**src/logic/bpu_consts.svh**
```systemverilog
// Return address stack constants
`ifndef BPU_CONSTS_SVH
`define BPU_CONSTS_SVH

// ------------------------------------------------------------
// Stack geometry
// ------------------------------------------------------------
// log2 of the stack depth, 8 entries by default
`define RAS_STACK_WIDTH 3
// Full stack policy: "ON" drops the push, "OFF" wraps over the oldest
`define RAS_WRITE_GUARD "OFF"

// ------------------------------------------------------------
// RISC-V encodings
// ------------------------------------------------------------
// Link registers x1 (ra) and x5 (t0)
`define RV_REG_RA 5'd1
`define RV_REG_T0 5'd5
// Jump opcodes
`define RV_OP_JAL  7'b1101111
`define RV_OP_JALR 7'b1100111

`endif

```
**src/logic/bpu_pkg.sv**
```systemverilog
// Return address stack types
package bpu_pkg;

    // Fetched instruction slot, pc is a word address
    typedef struct packed {
        logic        valid;
        logic [29:0] pc;
        logic [31:0] instr;
    } fetch_slot_t;

    // Request from decode into the stack
    typedef struct packed {
        logic        push;
        logic        pop;
        logic [29:0] ret_addr;
    } ras_req_t;

    // Stack answer to a pop, one cycle later
    typedef struct packed {
        logic        valid;
        // Low when the pop found nothing
        logic        hit;
        logic [29:0] target;
    } ras_rsp_t;

    // Prediction towards fetch
    typedef struct packed {
        logic        valid;
        logic [29:0] target;
    } ras_pred_t;

endpackage : bpu_pkg

```
**src/logic/bpu_ras_top.sv**
```systemverilog
// Return address predictor top
`timescale 1ns/100ps

module bpu_ras_top (
    input  logic                 clk,
    input  logic                 rst_n,
    input  bpu_pkg::fetch_slot_t fetch_i,
    output bpu_pkg::ras_pred_t   pred_o,
    output logic                 full_o,
    output logic                 empty_o,
    output logic [15:0]          underflow_cnt_o
);

    // Decode to stack
    bpu_pkg::ras_req_t ras_req;
    // Stack to output stage
    bpu_pkg::ras_rsp_t ras_rsp;

    // ------------------------------------------------------------
    // Input side, combinational
    // ------------------------------------------------------------
    call_ret_decode u_call_ret_decode (
        .clk     (clk),
        .rst_n   (rst_n),
        .fetch_i (fetch_i),
        .req_o   (ras_req)
    );

    // Stack with default depth and guard
    ras u_ras (
        .clk     (clk),
        .rst_n   (rst_n),
        .req_i   (ras_req),
        .rsp_o   (ras_rsp),
        .full_o  (full_o),
        .empty_o (empty_o)
    );

    // ------------------------------------------------------------
    // Output side, second pipeline stage
    // ------------------------------------------------------------
    target_select u_target_select (
        .clk             (clk),
        .rst_n           (rst_n),
        .rsp_i           (ras_rsp),
        .pred_o          (pred_o),
        .underflow_cnt_o (underflow_cnt_o)
    );

endmodule : bpu_ras_top

```
**src/logic/call_ret_decode.sv**
```systemverilog
// Call and return decode
`timescale 1ns/100ps
`include "bpu_consts.svh"

module call_ret_decode (
    input  logic                 clk,
    input  logic                 rst_n,
    input  bpu_pkg::fetch_slot_t fetch_i,
    output bpu_pkg::ras_req_t    req_o
);

    logic [6:0] opcode;
    logic [2:0] funct3;
    logic [4:0] rd;
    logic [4:0] rs1;
    logic       is_jal;
    logic       is_jalr;
    logic       rd_link;
    logic       rs1_link;

    // x1 and x5 both count as link registers
    function automatic logic is_link(input logic [4:0] r);
        return (r == `RV_REG_RA) || (r == `RV_REG_T0);
    endfunction

    // ------------------------------------------------------------
    // Field extraction
    // ------------------------------------------------------------
    assign opcode = fetch_i.instr[6:0];
    assign rd     = fetch_i.instr[11:7];
    assign funct3 = fetch_i.instr[14:12];
    assign rs1    = fetch_i.instr[19:15];

    assign is_jal   = (opcode == `RV_OP_JAL);
    // JALR is only defined with funct3 zero
    assign is_jalr  = (opcode == `RV_OP_JALR) && (funct3 == 3'b000);
    assign rd_link  = is_link(rd);
    assign rs1_link = is_link(rs1);

    // ------------------------------------------------------------
    // Call / return classification
    // ------------------------------------------------------------
    // Any jump that writes a link register is a call
    assign req_o.push = fetch_i.valid & (is_jal | is_jalr) & rd_link;

    // Return through a link register
    // Both links and different registers means coroutine, push and pop
    // Same link register on both sides stays a plain call
    assign req_o.pop = fetch_i.valid & is_jalr & rs1_link & (~rd_link | (rd != rs1));

    // Next sequential word
    assign req_o.ret_addr = fetch_i.pc + 30'd1;

    // Idle slots never touch the stack
    a_idle_quiet : assert property (
        @(posedge clk) disable iff (!rst_n)
        !fetch_i.valid |-> (!req_o.push && !req_o.pop)
    );

endmodule : call_ret_decode

```
**src/logic/ras.sv**
```systemverilog
// Return address stack
`timescale 1ns/100ps
`include "bpu_consts.svh"

module ras #(
    parameter int STACK_WIDTH = `RAS_STACK_WIDTH,
    parameter     WRITE_GUARD = `RAS_WRITE_GUARD
) (
    input  logic                clk,
    input  logic                rst_n,
    input  bpu_pkg::ras_req_t   req_i,
    output bpu_pkg::ras_rsp_t   rsp_o,
    output logic                full_o,
    output logic                empty_o
);

    localparam int STACK_DEPTH  = 1 << STACK_WIDTH;
    // Guard off lets a full stack wrap over its oldest entry
    localparam bit WRAP_ON_FULL = (WRITE_GUARD == "OFF");

    logic [29:0]            stack_mem [STACK_DEPTH];
    // Points at the next free slot
    logic [STACK_WIDTH-1:0] sp;
    logic [STACK_WIDTH:0]   count;
    logic                   full;
    logic                   empty;
    logic                   push_only;
    logic                   pop_only;
    logic                   push_pop;
    logic                   we;
    logic [STACK_WIDTH-1:0] top_idx;
    logic [29:0]            top_data;
    logic [29:0]            rsp_target_d;
    logic                   rsp_valid_q;
    logic                   rsp_hit_q;
    logic [29:0]            rsp_target_q;

    // ------------------------------------------------------------
    // Request decode
    // ------------------------------------------------------------
    assign push_only = req_i.push & ~req_i.pop;
    assign pop_only  = req_i.pop & ~req_i.push;
    // Coroutine, pointer stays where it is
    assign push_pop  = req_i.push & req_i.pop;

    // Count never exceeds depth, so the MSB alone marks full
    assign full  = count[STACK_WIDTH];
    assign empty = (count == '0);

    // Dropped when full unless wrapping is allowed
    assign we = push_only & (~full | WRAP_ON_FULL);

    // ------------------------------------------------------------
    // Pointer and occupancy
    // ------------------------------------------------------------
    always_ff @(posedge clk) begin
        if (!rst_n) begin
            sp <= '0;
        end else if (we) begin
            // Wraps naturally past the last entry
            sp <= sp + 1'b1;
        end else if (pop_only && !empty) begin
            sp <= sp - 1'b1;
        end
    end

    always_ff @(posedge clk) begin
        if (!rst_n) begin
            count <= '0;
        end else if (push_only && !full) begin
            count <= count + 1'b1;
        end else if (pop_only && !empty) begin
            count <= count - 1'b1;
        end
    end

    // ------------------------------------------------------------
    // Storage
    // ------------------------------------------------------------
    always_ff @(posedge clk) begin
        if (we) begin
            stack_mem[sp] <= req_i.ret_addr;
        end
    end

    // Top of stack sits just below the pointer
    assign top_idx  = sp - 1'b1;
    assign top_data = stack_mem[top_idx];

    // Forward on coroutine, zero on underflow
    assign rsp_target_d = push_pop ? req_i.ret_addr :
                          !empty   ? top_data       : 30'd0;

    // ------------------------------------------------------------
    // Registered response
    // ------------------------------------------------------------
    always_ff @(posedge clk) begin
        if (!rst_n) begin
            rsp_valid_q <= 1'b0;
            rsp_hit_q   <= 1'b0;
        end else begin
            rsp_valid_q <= req_i.pop;
            rsp_hit_q   <= req_i.pop & (req_i.push | ~empty);
        end
    end

    always_ff @(posedge clk) begin
        if (req_i.pop) begin
            rsp_target_q <= rsp_target_d;
        end
    end

    assign rsp_o.valid  = rsp_valid_q;
    assign rsp_o.hit    = rsp_hit_q;
    assign rsp_o.target = rsp_target_q;
    assign full_o       = full;
    assign empty_o      = empty;

    // Occupancy bounded by depth
    a_count_bound : assert property (
        @(posedge clk) disable iff (!rst_n)
        count <= STACK_DEPTH
    );

    a_flags_exclusive : assert property (
        @(posedge clk) disable iff (!rst_n)
        !(full_o && empty_o)
    );

endmodule : ras

```
**src/logic/target_select.sv**
```systemverilog
// Prediction output stage
`timescale 1ns/100ps

module target_select (
    input  logic               clk,
    input  logic               rst_n,
    input  bpu_pkg::ras_rsp_t  rsp_i,
    output bpu_pkg::ras_pred_t pred_o,
    output logic [15:0]        underflow_cnt_o
);

    logic        hit;
    logic        underflow;
    logic        pred_valid_q;
    logic [29:0] pred_target_q;
    logic [15:0] underflow_cnt_q;

    assign hit       = rsp_i.valid & rsp_i.hit;
    // Return that found nothing on the stack
    assign underflow = rsp_i.valid & ~rsp_i.hit;

    // ------------------------------------------------------------
    // Prediction register
    // ------------------------------------------------------------
    always_ff @(posedge clk) begin
        if (!rst_n) begin
            pred_valid_q <= 1'b0;
        end else begin
            pred_valid_q <= hit;
        end
    end

    // Target held until the next hit
    always_ff @(posedge clk) begin
        if (hit) begin
            pred_target_q <= rsp_i.target;
        end
    end

    // ------------------------------------------------------------
    // Underflow counter, saturating
    // ------------------------------------------------------------
    always_ff @(posedge clk) begin
        if (!rst_n) begin
            underflow_cnt_q <= '0;
        end else if (underflow && !(&underflow_cnt_q)) begin
            underflow_cnt_q <= underflow_cnt_q + 16'd1;
        end
    end

    assign pred_o.valid    = pred_valid_q;
    assign pred_o.target   = pred_target_q;
    assign underflow_cnt_o = underflow_cnt_q;

    // Hit only arrives on a valid response
    a_hit_needs_valid : assert property (
        @(posedge clk) disable iff (!rst_n)
        rsp_i.hit |-> rsp_i.valid
    );

endmodule : target_select

```
**config.mk**
```make
export PLATFORM = sky130hd
export DESIGN_NAME = bpu_ras_top
export DESIGN_NICKNAME = d
export VERILOG_FILES = /design/src/logic/bpu_pkg.sv /design/src/logic/bpu_ras_top.sv /design/src/logic/call_ret_decode.sv /design/src/logic/ras.sv /design/src/logic/target_select.sv
export VERILOG_INCLUDE_DIRS = /design/src /design/src/logic
export SDC_FILE = /design/constraint.sdc
export NUM_CORES = 1
export LEC_CHECK = 0
export BUFFER_PORTS_ARGS = -buffer_cell sky130_fd_sc_hd__buf_4
export CAP_MARGIN = 0
export CORE_AREA = 2 2 213 215
export DETAILED_ROUTE_END_ITERATION = 6
export DIE_AREA = 0 0 215 217
export HOLD_SLACK_MARGIN = 0.03
export PLACE_DENSITY = 0.54
export SLEW_MARGIN = 10
export SYNTH_ARGS = -nofsm -noshare
export SYNTH_HDL_FRONTEND = slang
export SYNTH_SLANG_ARGS = --single-unit
```
**constraint.sdc**
```tcl
create_clock -name clk -period 8.7 [get_ports clk]
set_input_delay 1.74 -clock clk [delete_from_list [all_inputs] [get_ports clk]]
set_output_delay 1.74 -clock clk [all_outputs]
set_load 0.03 [all_outputs]
```
==> results of run 1 <==
per-layer routing:
layer  vias up  track usage  routed length, um
met2       161        0.213              14400
met5         -            0                 23
li1       3184            -                  -
met1      3567        0.181              13800
met4         4       0.0352                569
met3        48       0.0334               1680
worst register-to-register path, stage by stage (launching register included):
cell,delay [ns]
dfxtp_1,0.74
inv_1,0.14
ha_2,0.26
xor2_4,0.12
buf_4,0.37
buf_4,0.76
mux4_2,0.61
mux2_2,0.27
a22o_1,0.23
logic make-up (layout without fill, tap and decap cells):
family / after synthesis / count (layout)
mux: 95 / 95
flops: 326 / 326
buf+inv: 42 / 193
fa+ha+maj: 7 / 7
simple gates: 151 / 151
xor+xnor: 43 / 43
compound gates: 58 / 58
sequential cells by signal, indices dropped and copies added, names as in the netlist:
signal                           cells
u_ras.stack_mem                    240
u_target_select.underflow_cnt_o     16
u_ras.count                          4
u_target_select.pred_target_q       30
u_target_select.pred_valid_q         1
u_ras.rsp_target_q                  30
u_ras.rsp_hit_q                      1
u_ras.sp                             3
u_ras.rsp_valid_q                    1
cell usage after synthesis (all sizes together) (2+ instances only):
library cell	n	share of area
edfxtp	300	0.68
nor4	9	0.0054
or3	3	0.0014
nor3	13	0.0049
mux4	60	0.10
xor2	15	0.0099
o22ai	3	0.0014
nand3	22	0.0083
a211oi	4	0.0026
and2	10	0.0047
or2	2	0.00095
a21o	2	0.0011
a21oi	6	0.0023
inv	13	0.0037
and4	7	0.0046
nand2b	4	0.0019
mux2i	34	0.026
and3	8	0.0038
nor2	24	0.0068
nand4	17	0.0085
nand4b	2	0.0013
o21ai	5	0.0019
clkbuf	14	0.0040
ha	6	0.0057
xnor2	28	0.019
or4	3	0.0023
dfxtp	26	0.039
buf	14	0.0068
o21a	2	0.0011
nand2	21	0.0060
o211ai	3	0.0017
o2bb2ai	25	0.017
worst min path at each step:
stage,start,endpoint,slack [ns],cells past startpoint
after floorplan,u_ras.rsp_target_q[0]$_DFFE_PP_,u_target_select.pred_target_q[0]$_DFFE_PP_,0.40,0
after global placement,u_ras.rsp_target_q[12]$_DFFE_PP_,u_target_select.pred_target_q[12]$_DFFE_PP_,0.40,0
after detailed placement,u_ras.rsp_target_q[0]$_DFFE_PP_,u_target_select.pred_target_q[0]$_DFFE_PP_,0.40,0
after CTS,u_ras.rsp_target_q[0]$_DFFE_PP_,u_target_select.pred_target_q[0]$_DFFE_PP_,0.42,0
after global routing,u_ras.rsp_target_q[26]$_DFFE_PP_,u_target_select.pred_target_q[26]$_DFFE_PP_,0.42,0
final,u_ras.rsp_target_q[29]$_DFFE_PP_,u_target_select.pred_target_q[29]$_DFFE_PP_,0.41,0
cell type report:
cell class              instances  share of cell area
clock inverters                17              0.0131
repair buffers                116              0.0547
clock buffers                  46              0.0590
flip-flops and latches        326               0.599
inverters                      14             0.00330
multi-input cells             354               0.224
well taps                     600              0.0472
power by group through the flow:
stage / logic [mW] / clock network [mW] / registers [mW]
after detailed placement: 0.155 / 0 / 1.74
after CTS: 0.156 / 1.55 / 1.71
final: 0.153 / 1.50 / 1.71
after floorplan: 0.101 / 0 / 1.74
after global routing: 0.167 / 1.62 / 1.71
after global placement: 0.153 / 0 / 1.74
==> impl_metrics.py, run 1 <==
metrics = {
    "clocking": {
        "cts_resized": 0,
        "cts_tree": "done",
        "clock_path_buffers": 3,
        "cts-root-buf": "clkbuf_16",
        "clkLatencyLatePin_ns": 0.56,
        "path_clk_slew_ns": 0.06,
        "cts-htree-levels": 2,
        "cts_setup_buffers": 0,
        "cts_inserted_buffers": 36,
        "clock-sinks": 326,
        "hold_buffers": 0,
    },
    "pwr": {
        "p_clk_frac": 0.447,
        "p_sw_frac": 0.207,
        "ir_worst_vdd_mv": 0.104,
        "p_int_mw": 2.67,
        "powerDensity_nw_per_um2": 211,
        "pwr-share-seq": 0.508,
        "total_power_mw": 3.36,
        "p_leak_nw": 5.13,
        "comb_power_share": 0.045,
        "power.switching_mw": 0.697,
    },
    "setup_path": {
        "cp_data_arrival_time_ns": 4.35,
        "rr_worst_depth": 8,
        "crit_path_max_fanout": 29,
        "cp-start-kind": "primary input",
        "critPathBufInv": 1,
        "endpoint": "u_ras.rsp_target_q[28]$_DFFE_PP_",
        "timing.rr.end": "u_ras.rsp_target_q[23]$_DFFE_PP_",
        "startpoint": "fetch_i[13]",
        "cp_slowest_cell": "nand2_2",
        "crit_type": "primary input to flip-flop",
        "cp_top_family": "simple AND/OR/NAND/NOR gates",
        "cp-end-kind": "flip-flop",
        "reg2reg_from": "u_ras.sp[0]$_SDFFE_PN0P_",
        "cp.depth": 6,
        "reg2reg_setup_slack_ns": 4.94,
        "cp.required_ns": 8.93,
        "slowest_delay_ns": 0.84,
        "crit_path_cell_trace": "buf_4 -> or3_1 -> nor4_4 -> nand4_1 -> nand2_2 -> o32ai_1",
    },
    "final_layout": {
        "layout_commonest_cell": "edfxtp_1",
        "final_area_um2": 15900,
        "fillers": 4305,
        "antenna_cells": 0,
        "layout.cells.non_filler": 1473,
        "final_core_util": 0.356,
        "nNetsFinal": 920,
        "seq_area_um2": 9530,
        "mostFrequentLayoutCells": "300 x edfxtp_1, 116 x buf_4, 60 x mux4_2",
        "multiInputGateArea_um2": 3560,
        "drive_above_1_share": 0.281,
        "syn_to_final_growth_pct": 20.3,
    },
    "synth": {
        "ys_seq_area_frac": 0.721,
        "synthesis.nets": 794,
        "muxShareOfSynthArea": 0.129,
        "synth_xor_area_frac": 0.0291,
        "avgSynthCellArea_um2": 18.3,
        "async_reset_ff_frac": 0,
        "synth_fa_ha_area_frac": 0.00719,
        "synth_cell_types": 58,
        "ys_warn_count": 0,
        "synthFlopType": "edfxtp_1",
        "synth_top_family_by_area": "multiplexers",
        "synth_compound_area_frac": 0.0345,
        "synthSimpleGateAreaFrac": 0.0649,
        "ys_ff_latch": 326,
        "synthCells": 722,
        "synth_edf_count": 300,
        "synthesis.area_um2": 13200,
    },
    "sta": {
        "tightestPinTransition_ns": 0.993,
        "finalHoldViolCount": 0,
        "postLayoutSetupSlackWorst_ns": 4.58,
        "final.min_clock_period_ns": 4.12,
        "setup-tns-final_ns": 0,
        "maxSlewHeadroom": 0.338,
        "max_freq_ghz": 0.243,
        "finalCritPeriodShare": 0.473,
        "finalMaxSlewViolations": 0,
        "fin_skew_ns": 0.0266,
        "hold_slack_ns": 0.414,
        "setup_viol": 0,
        "rsz0062_at_grt": "false",
    },
    "routing": {
        "drt-vias-per-instance": 4.73,
        "avgRoutedWirePerCell_um": 20.7,
        "drc_errors": 0,
        "first_pass_iters": 4,
        "vias": 6964,
        "ant_nets": 0,
        "wl_mm": 30.5,
        "drt_iter0_drc": 644,
    },
    "floorplan": {
        "boundaryPins": 114,
        "die_w_um": 215,
        "dieArea_um2": 46700,
        "start_util": 0.296,
        "rows": 78,
        "coreArea_um2": 44700,
        "dieHeight_um": 217,
    },
    "global_routing": {
        "grt_start_max_net_pins": 41,
        "grt_usage": 0.133,
        "antenna_found_initial": 2,
        "grt_pass1_vias": 7239,
        "grt_overflow": 0,
        "grt_pass1_wl_mm": 46.1,
    },
    "placed_design": {
        "place_ws_ns": 4.00,
        "dp_hpwl_mm": 17.4,
        "place.gp.congestion": 0.778,
        "numPortBuffers": 101,
        "dpl-instance-area_um2": 14800,
        "place_inst": 1410,
    },
    "run_status": {
        "status": "completed",
    },
    "flow_run": {
        "cap_violations": 0,
    },
    "min_path": {
        "hold_class": "flip-flop to flip-flop",
    },
}
Power figures use the tool's default switching activity.
==> run 2, diff against run 1 <==
- clock period: 8.7 -> 4.2 ns (I/O delays scaled with it)
==> impl_metrics.py, run 2 (synthesis gave the netlist of run 1 again) <==
metrics = {
    "floorplan": {
        "coreArea_um2": 44700,
        "boundaryPins": 114,
        "start_util": 0.296,
        "rows": 78,
        "dieArea_um2": 46700,
        "die_w_um": 215,
        "dieHeight_um": 217,
    },
    "final_layout": {
        "final_core_util": 0.359,
        "reg_top3": "u_ras.stack_mem (240), u_ras.rsp_target_q (30), u_target_select.pred_target_q (30)",
        "syn_to_final_growth_pct": 21.4,
        "nNetsFinal": 925,
        "largest_reg_flops": 240,
        "final_area_um2": 16100,
        "fillers": 4282,
        "layout_commonest_cell": "edfxtp_1",
        "drive_above_1_share": 0.286,
        "mostFrequentLayoutCells": "300 x edfxtp_1, 113 x buf_4, 60 x mux4_2",
        "regMostFlops": "u_ras.stack_mem",
    },
    "setup_path": {
        "critPathMostFrequentCell": "a21o_1",
        "crit_path_cell_trace": "buf_4 -> or4b_1 -> a2111o_1 -> a31oi_2 -> nand2b_1 -> ha_1 -> a21o_1 -> a21o_1 -> nor2_1 -> mux2i_1 -> a21oi_1",
        "cp_top_family": "compound AO/OA/AOI/OAI gates",
        "cp_slowest_cell": "or4b_1",
        "cp-end-kind": "flip-flop",
        "cp-start-kind": "primary input",
        "slowest_delay_ns": 0.55,
        "crit_path_max_fanout": 5,
        "critPathBufInv": 1,
        "cp_data_arrival_time_ns": 3.47,
        "crit_type": "primary input to flip-flop",
        "cp.required_ns": 4.66,
    },
    "min_path": {
        "hold_class": "flip-flop to flip-flop",
    },
    "clocking": {
        "path_clk_slew_ns": 0.06,
        "cts_inserted_buffers": 36,
        "cts-root-buf": "clkbuf_16",
        "clkLatencyLatePin_ns": 0.54,
        "hold_buffers": 0,
        "clock_path_buffers": 3,
        "cts-htree-levels": 2,
        "cts_setup_buffers": 0,
        "cts_resized": 0,
        "clock-sinks": 326,
        "cts_tree": "done",
    },
    "sta": {
        "finalCritPeriodShare": 0.717,
        "tightestPinTransition_ns": 0.889,
        "final.min_clock_period_ns": 3.01,
        "fin_skew_ns": 0.0170,
        "finalMaxSlewViolations": 0,
        "max_freq_ghz": 0.332,
        "setup_viol": 0,
        "rsz0062_at_grt": "false",
        "maxSlewHeadroom": 0.407,
        "finalHoldViolCount": 0,
    },
    "global_routing": {
        "grt_overflow": 0,
        "grt_pass1_wl_mm": 46.3,
        "antenna_found_initial": 1,
        "grt_start_max_net_pins": 59,
        "grt_usage": 0.132,
        "grt_pass1_vias": 7266,
    },
    "pwr": {
        "ir_worst_vdd_mv": 0.240,
        "p_leak_nw": 5.17,
        "powerDensity_nw_per_um2": 431,
    },
    "routing": {
        "drt-vias-per-instance": 4.73,
        "drc_errors": 0,
        "avgRoutedWirePerCell_um": 20.6,
        "first_pass_iters": 7,
        "drt_iter0_drc": 538,
        "ant_nets": 0,
        "wl_mm": 30.5,
        "vias": 7001,
    },
    "run_status": {
        "status": "completed",
    },
    "placed_design": {
        "dpl-instance-area_um2": 14900,
        "dp_hpwl_mm": 18.1,
        "place.gp.congestion": 0.753,
        "numPortBuffers": 101,
    },
    "flow_run": {
        "cap_violations": 0,
    },
}
[run 2: cell types whose count changed in the layout (fill, tap and decap cells not counted), moves of 3 or more]
cell / before / now
buf_12: 0 / 8
buf_4: 116 / 113
clkbuf_1: 10 / 5
clkinv_1: 7 / 11
[run 2: per-stage QoR]
| stage | hold slack, ns | setup slack (ns) | cells | TNS [ns] | power (mW) |
|---|---|---|---|---|---|
| after floorplan | 0.400 | -0.567 | 722 | -48.98 | 3.81 |
| after global placement | 0.403 | 0.658 | 1415 | 0 | 3.93 |
| after detailed placement | 0.405 | 0.627 | 1415 | 0 | 3.94 |
| after CTS | 0.417 | 1.19 | 1479 | 0 | 7.02 |
| after global routing | 0.421 | 0.956 | 1480 | 0 | 7.16 |
| final | 0.412 | 1.19 | 1480 | 0 | 6.91 |
[run 2: cell type report]
| type | count | area [um2] | share of cell area |
|---|---|---|---|
| antenna | 1 | 2.50 | 0.000156 |
| clock buffer | 42 | 945 | 0.0588 |
| inverter | 14 | 52.6 | 0.00327 |
| sequential | 326 | 9530 | 0.594 |
| clock inverter | 22 | 185 | 0.0115 |
| multi-input combinational | 354 | 3580 | 0.223 |
| timing repair buffer | 121 | 1010 | 0.0628 |
| tap | 600 | 751 | 0.0468 |
[run 2: final timing paths]
check                                               end  slack [ns]                            start  cells after the start
max                         u_ras.count[3]$_SDFFE_PN0P_        1.19                       fetch_i[8]                     11
min          u_target_select.pred_target_q[0]$_DFFE_PP_        0.41  u_ras.rsp_target_q[0]$_DFFE_PP_                      0
min reg2reg  u_target_select.pred_target_q[0]$_DFFE_PP_        0.41  u_ras.rsp_target_q[0]$_DFFE_PP_                      0
max reg2reg            u_ras.rsp_target_q[23]$_DFFE_PP_        1.26         u_ras.sp[1]$_SDFFE_PN0P_                      7
[run 2: routing by layer]
layer	vias up	share of wire	GRT usage
li1	3196	-	-
met5	-	0	0
met1	3609	0.47	0.186
met3	41	0.051	0.0316
met2	155	0.46	0.205
met4	0	0.019	0.0372
[run 2: report_power, final]
group / switching [mW] / total, mW / internal (mW)
combinational: 0.170 / 0.322 / 0.152
sequential: 0.00269 / 3.54 / 3.54
clock: 1.26 / 3.05 / 1.79
[run 2: worst reg2reg max path: cells and delay by family (launching register included)]
kind | cells | cell delay, ns
buffers and inverters | 2 | 0.66
adders and majority gates | 1 | 0.26
xor gates and xnor gates | 1 | 0.16
muxes | 2 | 0.88
DFF | 1 | 0.53
AOI/OAI and AO/OA | 1 | 0.20
